--- src/rtl/procPkg.sv ---
// Processor ISA and datapath types
package procPkg;

   localparam int DataWidth = 16;            // One machine word
   localparam int RegCount = 8;
   localparam int RegAddrBits = 3;
   localparam int ImemAddrBits = 8;          // 256 instruction words
   localparam int DmemAddrBits = 8;          // 256 data words
   localparam logic [RegAddrBits-1:0] LinkReg = 3'd7;  // JAL destination

   // Major opcodes, bits 15:11
   typedef enum logic [4:0] {
      OpHalt  = 5'b00000,
      OpNop   = 5'b00001,
      OpJ     = 5'b00100,
      OpJal   = 5'b00110,
      OpAddi  = 5'b01000,
      OpSubi  = 5'b01001,
      OpXori  = 5'b01010,
      OpAndni = 5'b01011,
      OpBeqz  = 5'b01100,
      OpBnez  = 5'b01101,
      OpBltz  = 5'b01110,
      OpSt    = 5'b10000,
      OpLd    = 5'b10001,
      OpSlbi  = 5'b10010,
      OpLbi   = 5'b11000,
      OpAluR  = 5'b11011
   } opcode_e;

   // R-format funct, bits 1:0
   typedef enum logic [1:0] {FnAdd = 2'b00, FnSub = 2'b01, FnXor = 2'b10, FnAndn = 2'b11} funct_e;

   typedef enum logic [2:0] {AluAdd, AluSub, AluXor, AluAndn, AluSlbi} aluOp_e;
   typedef enum logic [2:0] {ImmSext5, ImmZext5, ImmSext8, ImmZext8, ImmSext11} immSel_e;
   typedef enum logic [1:0] {DestRd, DestRt, DestRs, DestLink} destSel_e;
   typedef enum logic [1:0] {WbAlu, WbMem, WbLink, WbImm} wbSel_e;
   typedef enum logic [2:0] {BrNone, BrEqz, BrNez, BrLtz, BrAlways} brCond_e;

   typedef struct packed {
      logic     regWrite;
      destSel_e destSel;
      immSel_e  immSel;
      aluOp_e   aluOp;
      logic     aluSrcImm;   // Second ALU operand is the immediate
      logic     memWrite;
      wbSel_e   wbSel;
      brCond_e  brCond;
      logic     halt;
      logic     illegal;
   } ctrl_t;

   typedef struct packed {
      logic [DataWidth-1:0]   rsVal;
      logic [DataWidth-1:0]   rtVal;
      logic [DataWidth-1:0]   imm;
      logic [RegAddrBits-1:0] destAddr;
   } operands_t;

   typedef struct packed {
      logic                   en;
      logic [RegAddrBits-1:0] addr;
      logic [DataWidth-1:0]   data;
   } regWrite_t;

   typedef struct packed {
      logic                    valid;
      logic [DataWidth-1:0]    pc;
      logic                    regWe;
      logic [RegAddrBits-1:0]  regAddr;
      logic [DataWidth-1:0]    regData;
      logic                    memWe;
      logic [DmemAddrBits-1:0] memAddr;
      logic [DataWidth-1:0]    memData;   // Store data or load result
   } retire_t;

   typedef struct packed {
      logic [ImemAddrBits-1:0] addr;
      logic [DataWidth-1:0]    instr;
   } progLoad_t;

endpackage

--- src/rtl/fetch.sv ---
// Instruction fetch and run control
`timescale 1ns/1ps
module fetch (
   input  logic                            clk,
   input  logic                            rstN,
   input  logic                            loadValid,
   output logic                            loadReady,
   input  procPkg::progLoad_t              load,
   input  logic                            runValid,
   output logic                            runReady,
   input  procPkg::ctrl_t                  ctrl,
   input  logic                            taken,
   input  logic [procPkg::DataWidth-1:0]   target,
   output logic [procPkg::DataWidth-1:0]   instr,
   output logic [procPkg::DataWidth-1:0]   pc,
   output logic [procPkg::DataWidth-1:0]   pcNext1,
   output logic                            busy,
   output logic                            err
);

   typedef enum logic [1:0] {Idle, Running, Faulted} runState_e;

   runState_e state;
   logic [procPkg::DataWidth-1:0] imem [1 << procPkg::ImemAddrBits];

   // Program load port, Idle only
   always_ff @(posedge clk) begin
      if (loadValid && loadReady) begin
         imem[load.addr] <= load.instr;
      end
   end

   always_ff @(posedge clk) begin
      if (!rstN) begin
         state <= Idle;
         pc    <= '0;
      end else begin
         case (state)
            Idle: begin
               if (runValid && runReady) begin
                  state <= Running;
                  pc    <= '0;   // Every run starts at word 0
               end
            end
            Running: begin
               if (ctrl.illegal) begin
                  state <= Faulted;   // Sticky until reset
               end else if (ctrl.halt) begin
                  state <= Idle;
               end else begin
                  pc <= taken ? target : pcNext1;
               end
            end
            default: state <= Faulted;
         endcase
      end
   end

   assign busy      = (state == Running);
   assign err       = (state == Faulted);
   assign loadReady = (state == Idle);
   assign runReady  = (state == Idle);
   assign pcNext1   = pc + 1'b1;

   // Outside a run the core sees NOPs, so nothing gets written
   assign instr = busy ? imem[pc[procPkg::ImemAddrBits-1:0]] : {procPkg::OpNop, 11'd0};

endmodule

--- config.mk ---
export PLATFORM = sky130hd
export DESIGN_NAME = fetch
export DESIGN_NICKNAME = d
export VERILOG_FILES = /design/src/rtl/procPkg.sv /design/src/rtl/fetch.sv
export SDC_FILE = /design/constraint.sdc
export NUM_CORES = 2
export LEC_CHECK = 0
export BUFFER_PORTS_ARGS = -buffer_cell sky130_fd_sc_hd__buf_4
export CORE_ASPECT_RATIO = 2
export CORE_MARGIN = 2
export CORE_UTILIZATION = 60
export CTS_BUF_LIST = sky130_fd_sc_hd__clkbuf_8
export DETAILED_ROUTE_END_ITERATION = 16
export GPL_TIMING_DRIVEN = 1
export HOLD_SLACK_MARGIN = 0.03
export PLACE_DENSITY = 0.76
export SLEW_MARGIN = 20
export SYNTH_ARGS = -nofsm -noshare
export SYNTH_HDL_FRONTEND = slang
export SYNTH_SLANG_ARGS = --single-unit
--- constraint.sdc ---
create_clock -name clk -period 5.15 [get_ports clk]
set_input_delay 0.2575 -clock clk [delete_from_list [all_inputs] [get_ports clk]]
set_output_delay 0.2575 -clock clk [all_outputs]
set_load 0.02 [all_outputs]
# Word level (Yosys, flattened, before mapping)
# Memories as Yosys holds them, arrays and structs flattened. A register that Yosys moved wholly into a read port is not among the register bits.
# Index checks and enable logic that the tools add are counted.
# Widths: inputs -> output; s select.
# op_classes
mux,14
reduce_logical,6
add_sub_neg,1
n_eq_ne,6
# op_table
cell,n
$mux 16,5
$pmux 16 s2,1
$add 16x1->16 const B,1
$mux 8,2
$mux 2,3
$ne 2x2->1 const B,2
$pmux 2 s2,1
$reduce_and 4->1,1
$ne 3x3->1 const B,1
$eq 2x1->1 const B,1
$eq 2x2->1 const B,1
$logic_and 1x1->1,2
$logic_not 2->1,1
$mux 1,2
$ne 2x1->1 const B,1
$reduce_and 2->1,1
$reduce_bool 2->1,1
# totals
wordCells,30
out_inout_bits,52
memories,1
ram_bits,4096
ff_bits,18
# memory_table
name,depth,width,rd,rd_clocked_by_memory_dff,wr,line_no,text
imem,256,16,1,1,1,fetch.sv:24,logic [procPkg::DataWidth-1:0] imem [1 << procPkg::ImemAddrBits];

# Logic depth before layout (Yosys ltp)
# depth
word_depth,7
depth_mapped,12

# Least setup slack after synthesis
# Ideal clock, no wire load.
# synth_path
path_kind,register to register
start,reg state[0]
end,"mem imem[112][0] (netlist bit), enable pin"
synth_period_minus_slack_ns,3.020
path_stages_with_launch,8
slack_ns,2.130
t_arrival_ns,2.632
cell_sequence,dfxtp_1 nor2_1 and2_1 clkbuf_1 clkbuf_1 nand3_1 clkbuf_1 nor2_1
# synth_via
elab_chain_len,4
# synth_rtl
element,line_no,text
start: declaration,fetch.sv:23,runState_e state;
start signal: assignment,fetch.sv:35,state <= Idle;
start signal: assignment,fetch.sv:41,state <= Running;
start signal: assignment,fetch.sv:47,state <= Faulted;
$logic_not 2->1,fetch.sv:61,assign loadReady = (state == Idle);
named net loadReady,fetch.sv:7,"output logic loadReady,"
$logic_and 1x1->1,fetch.sv:28,if (loadValid && loadReady) begin
$mux 1,fetch.sv:28,
$mux 1 (implied by the code),fetch.sv:29,imem[load.addr] <= load.instr;
end: declaration,fetch.sv:24,
# The timed path passes the listed nets, and every way through them passes these cells.

==> impl_metrics.prom <==
# TYPE chip_impl_metric gauge
chip_impl_metric{name="peakVddDrop",unit="V"} 0.000339
chip_impl_info{name="worstSetupPathType",value="flip-flop to output pin"} 1
chip_impl_metric{name="ant_nets",unit=""} 0
chip_impl_metric{name="crit_required",unit="ns"} 4.89
chip_impl_info{name="worst_r2r_endpoint",value="pc[12]$_SDFFE_PN0N_"} 1
chip_impl_metric{name="seq_area_frac_synth",unit=""} 0.773
chip_impl_info{name="synth_top_cells_by_area",value="edfxtp_1 77%, mux4_2 10%, mux2i_1 3.7%"} 1
chip_impl_metric{name="yosys.cell_types.count",unit=""} 68
chip_impl_metric{name="route.detailed.wl_per_inst",unit="um"} 32.7
chip_impl_metric{name="dpl.cell_count",unit=""} 11200
chip_impl_metric{name="combinationalPowerShare",unit=""} 0.034
chip_impl_metric{name="dieArea",unit="um2"} 271000
chip_impl_metric{name="max-cap-violations",unit=""} 0
chip_impl_metric{name="die_width",unit="um"} 369
chip_impl_metric{name="seq_power_share",unit=""} 0.591
chip_impl_metric{name="report.final.hold_viol_count",unit=""} 0
chip_impl_metric{name="totalWireLength",unit="mm"} 402
chip_impl_metric{name="async_reset_ff_frac",unit=""} 0
chip_impl_metric{name="core_area",unit="um2"} 266000
chip_impl_metric{name="yosys.area.top_type_share",unit=""} 0.769
chip_impl_metric{name="finalWorstSetupSlack",unit="ns"} -0.161
chip_impl_metric{name="initialDrtViolationCount",unit=""} 12200
chip_impl_metric{name="timing.critical_path.fanout_max",unit=""} 54
chip_impl_metric{name="grt-ovfl-total",unit=""} 0
chip_impl_metric{name="finalSetupViolations",unit=""} 4
chip_impl_metric{name="cp.buffers_inverters",unit=""} 2
chip_impl_metric{name="mapped_nets",unit=""} 7605
chip_impl_metric{name="clock-sinks",unit=""} 4122
chip_impl_metric{name="final_min_period_over_clock_period",unit=""} 1.03
chip_impl_metric{name="postSynthCellCount",unit=""} 7541
chip_impl_info{name="dominantRegCellSynth",value="edfxtp_1"} 1
chip_impl_info{name="yosysTopAreaCell",value="edfxtp_1"} 1
chip_impl_metric{name="power.leakage",unit="nW"} 54.6
chip_impl_metric{name="layout-drive-gt1-share",unit=""} 0.246
chip_impl_info{name="timing.hold.worst_endpoint",value="imem[250][13]$_DFFE_PP_"} 1
chip_impl_metric{name="powerDensity",unit="nW/um2"} 351
chip_impl_info{name="clock-root-buffer",value="clkbuf_8"} 1
chip_impl_metric{name="ios",unit=""} 115
chip_impl_metric{name="critPathArrivalTime",unit="ns"} 5.05
chip_impl_metric{name="layout_min_cycle_time",unit="ns"} 5.31
chip_impl_metric{name="cts_inserted_buffers",unit=""} 553
chip_impl_metric{name="net-switching-power",unit="W"} 0.0133
chip_impl_metric{name="vias_per_cell",unit=""} 6.71
chip_impl_metric{name="ff_latch_area",unit="um2"} 124000
chip_impl_metric{name="avgSynthCellArea",unit="um2"} 21.2
chip_impl_metric{name="routabilityCongestion",unit=""} 0.960
chip_impl_metric{name="clock.fmax",unit="MHz"} 188
chip_impl_info{name="hp-class",value="input port to flip-flop"} 1
chip_impl_metric{name="slew-limit-headroom",unit=""} 0.160
chip_impl_metric{name="share_clk_of_total_power",unit=""} 0.375
chip_impl_info{name="start_kind",value="flip-flop"} 1
chip_impl_info{name="delay_heaviest_family_cp",value="compound AO/OA/AOI/OAI gates"} 1
chip_impl_info{name="layout.cells.most_common",value="edfxtp_1"} 1
chip_impl_metric{name="finalNetCount",unit=""} 8421
chip_impl_metric{name="clockBufferDepth",unit=""} 4
chip_impl_metric{name="setup_tns",unit="ns"} -0.264
chip_impl_metric{name="vias_in_the_first_global_route",unit=""} 80900
chip_impl_info{name="critical_path.reg2reg.startpoint",value="pc[0]$_SDFFE_PN0N_"} 1
chip_impl_info{name="setup_repair_after_global_routing_missed_its_margin",value="no"} 1
chip_impl_metric{name="multi_input_logic_area",unit="um2"} 33300
chip_impl_metric{name="grt_max_degree",unit=""} 241
chip_impl_metric{name="min_path_cells",unit=""} 2
chip_impl_metric{name="postSynthRegisterBits",unit=""} 4122
chip_impl_metric{name="clock_latency",unit="ns"} 1.07
chip_impl_metric{name="r2r.worst_path.cells",unit=""} 10
chip_impl_metric{name="htree_levels",unit=""} 6
chip_impl_metric{name="synthesis.area",unit="um2"} 160000
chip_impl_metric{name="max_slew.worst_pin.slew",unit="ns"} 1.26
chip_impl_metric{name="hold_ws",unit="ns"} 0.135
chip_impl_info{name="mostFrequentLayoutCells",value="4096 x edfxtp_1, 741 x mux4_2, 594 x mux2i_1, 578 x buf_4, 577 x clkbuf_8"} 1
chip_impl_metric{name="power_switching_share",unit=""} 0.212
chip_impl_info{name="crit_path_top_delay_cell",value="o21ai_0"} 1
chip_impl_metric{name="hpwlAfterDp",unit="mm"} 241
chip_impl_metric{name="slowest_delay",unit="ns"} 0.70
chip_impl_metric{name="place_ws",unit="ns"} 0.755
chip_impl_metric{name="num_rows",unit=""} 268
chip_impl_metric{name="timing.final.max_slew_violations",unit=""} 0
chip_impl_metric{name="clk_pin_slew_worst_paths",unit="ns"} 0.07
chip_impl_metric{name="grt_first_pass_wirelength",unit="mm"} 574
chip_impl_metric{name="grt_antenna_before_repair",unit=""} 12
chip_impl_metric{name="ff2ff_setup_slack",unit="ns"} 1.37
chip_impl_metric{name="num-fill-cells",unit=""} 16300
chip_impl_metric{name="placement.io_buffers",unit=""} 98
chip_impl_metric{name="synth_enable_flop_cells",unit=""} 4096
chip_impl_metric{name="globalRouteTotalUtil",unit=""} 0.297
chip_impl_info{name="endpoint_kind",value="output pin"} 1
chip_impl_metric{name="chipHeight",unit="um"} 734
chip_impl_metric{name="initial_utilization",unit=""} 0.602
chip_impl_metric{name="drc_errors",unit=""} 0
chip_impl_metric{name="ys_warns",unit=""} 0
chip_impl_info{name="min_from",value="load[13]"} 1
chip_impl_metric{name="clock_skew",unit="ns"} 0.0610
chip_impl_metric{name="routed_via_count",unit=""} 82500
chip_impl_info{name="failing_checks",value="negative setup slack"} 1
chip_impl_metric{name="firstDrtPassIters",unit=""} 6
chip_impl_metric{name="area.growth.synth_to_final",unit="%"} 11.3
chip_impl_metric{name="design_power_total",unit="W"} 0.0624
chip_impl_metric{name="final_cells",unit=""} 12300
chip_impl_info{name="critical_path.cell_chain",value="nand2b_4, buf_12, o221ai_1, o22ai_1, o21ai_0, nand4_1, o22ai_2, buf_4"} 1
chip_impl_metric{name="cellInternalPower",unit="W"} 0.0492
chip_impl_info{name="status",value="finished with violations"} 1
chip_impl_info{name="tritoncts",value="yes"} 1
[worst reg2reg max path, delay by kind of cell, from the launching register on]
family	cells	cell delay [ns]
and+or+nand+nor	4	1.28
xor gates and xnor gates	1	0.20
buffers and inverters	2	1.16
AOI/OAI and AO/OA	1	0.13
DFF	1	0.57
adders and majority gates	1	0.29
muxes	1	0.11
[sequential cells by signal (all words and copies together), names as in the netlist, named ones only]
signal / cells
pc: 16
imem: 4096
state: 2
[how the worst max path moves through the flow]
| stage | startpoint | to | slack [ns] | cells past startpoint |
|---|---|---|---|---|
| floorplan | state[0]$_SDFFE_PN0P_ | imem[112][0]$_DFFE_PP_ | 2.13 | 7 |
| global placement | flip-flop | instr[2] | 0.68 | 8 |
| detailed placement | flip-flop | instr[2] | 0.75 | 8 |
| CTS | flip-flop | instr[5] | 0.007 | 11 |
| global route | flip-flop | instr[12] | 0.006 | 10 |
| finish | flip-flop | instr[5] | -0.16 | 8 |
[power groups by stage]
stage / registers [W] / clock network (W) / logic (W)
3_3_place_gp: 0.0376 / 0 / 0.00197
5_1_grt: 0.0369 / 0.0249 / 0.00222
6_report: 0.0369 / 0.0234 / 0.00212
2_1_floorplan: 0.0376 / 0 / 0.00103
4_1_cts: 0.0369 / 0.0237 / 0.00210
3_5_place_dp: 0.0376 / 0 / 0.00203
[metrics by stage]
| stage | instance area, um2 | utilization |
|---|---|---|
| detailed placement | 167000 | 0.628 |
| global route | 178000 | 0.670 |
| global placement | 167000 | 0.628 |
| CTS | 178000 | 0.670 |
| floorplan | 160000 | - |
| finish | 178000 | 0.670 |
[Yosys cell counts (all sizes together) (5+ instances only)]
cell	number
or3	26
and3	5
nand2b	12
o32ai	11
mux2i	594
a31oi	5
o31ai	29
mux4	785
nand3	55
o221ai	248
buf	277
nor3	96
dfxtp	26
nor2	386
o22ai	230
a22oi	56
edfxtp	4096
nand4	25
a221oi	13
inv	5
clkbuf	184
o21ai	89
a211oi	8
a21oi	127
nor4	5
and2	11
nor2b	24
xor2	7
xnor2	7
nand2	45
o211ai	13
[layer usage]
layer  global-route usage  share of wire  vias up
li1                     -              -    33500
met1                0.409           0.35    42400
met2                0.460           0.48     5755
met3               0.0623           0.12      896
met4                0.141          0.054        4
met5                    0       0.000067        -
[layout make-up]
cell class,instances,share of cell area
Antenna cell,11,0.000155
Sequential cell,4122,0.694
Clock inverter,403,0.0135
Inverter,5,0.000148
Clock buffer,572,0.0442
Multi-Input combinational cell,2952,0.187
Tap cell,3510,0.0247
Timing Repair Buffer,723,0.0361
[logic make-up (layout without fill, tap and decap cells)]
family                   count (synthesis)  in the layout  synth area share
AO/OA/AOI/OAI                          858            858            0.0375
XOR/XNOR                                14             14          0.000767
adder cells (fa/ha/maj)                  1              1         0.0000783
buffers and inverters                  468           1703            0.0205
flip-flops                            4122           4122             0.773
multiplexers                          1381           1381             0.149
other                                    0             11                 0
AND/OR/NAND/NOR                        697            698            0.0194
[timing repair]
| item | 4_1_cts | 5_1_grt |
|---|---|---|
| pin swaps | 1 | 0 |
| buffers inserted | 7 | 0 |
| hold buffers | 74 | 0 |
| resized for setup | 19 | 14 |
| endpoints found under the setup margin | 16 | 10 |
| endpoints found under the hold margin | 1798 | 0 |
| cloned | 1 | 0 |
Note: power is estimated with default switching activity, not from simulation.
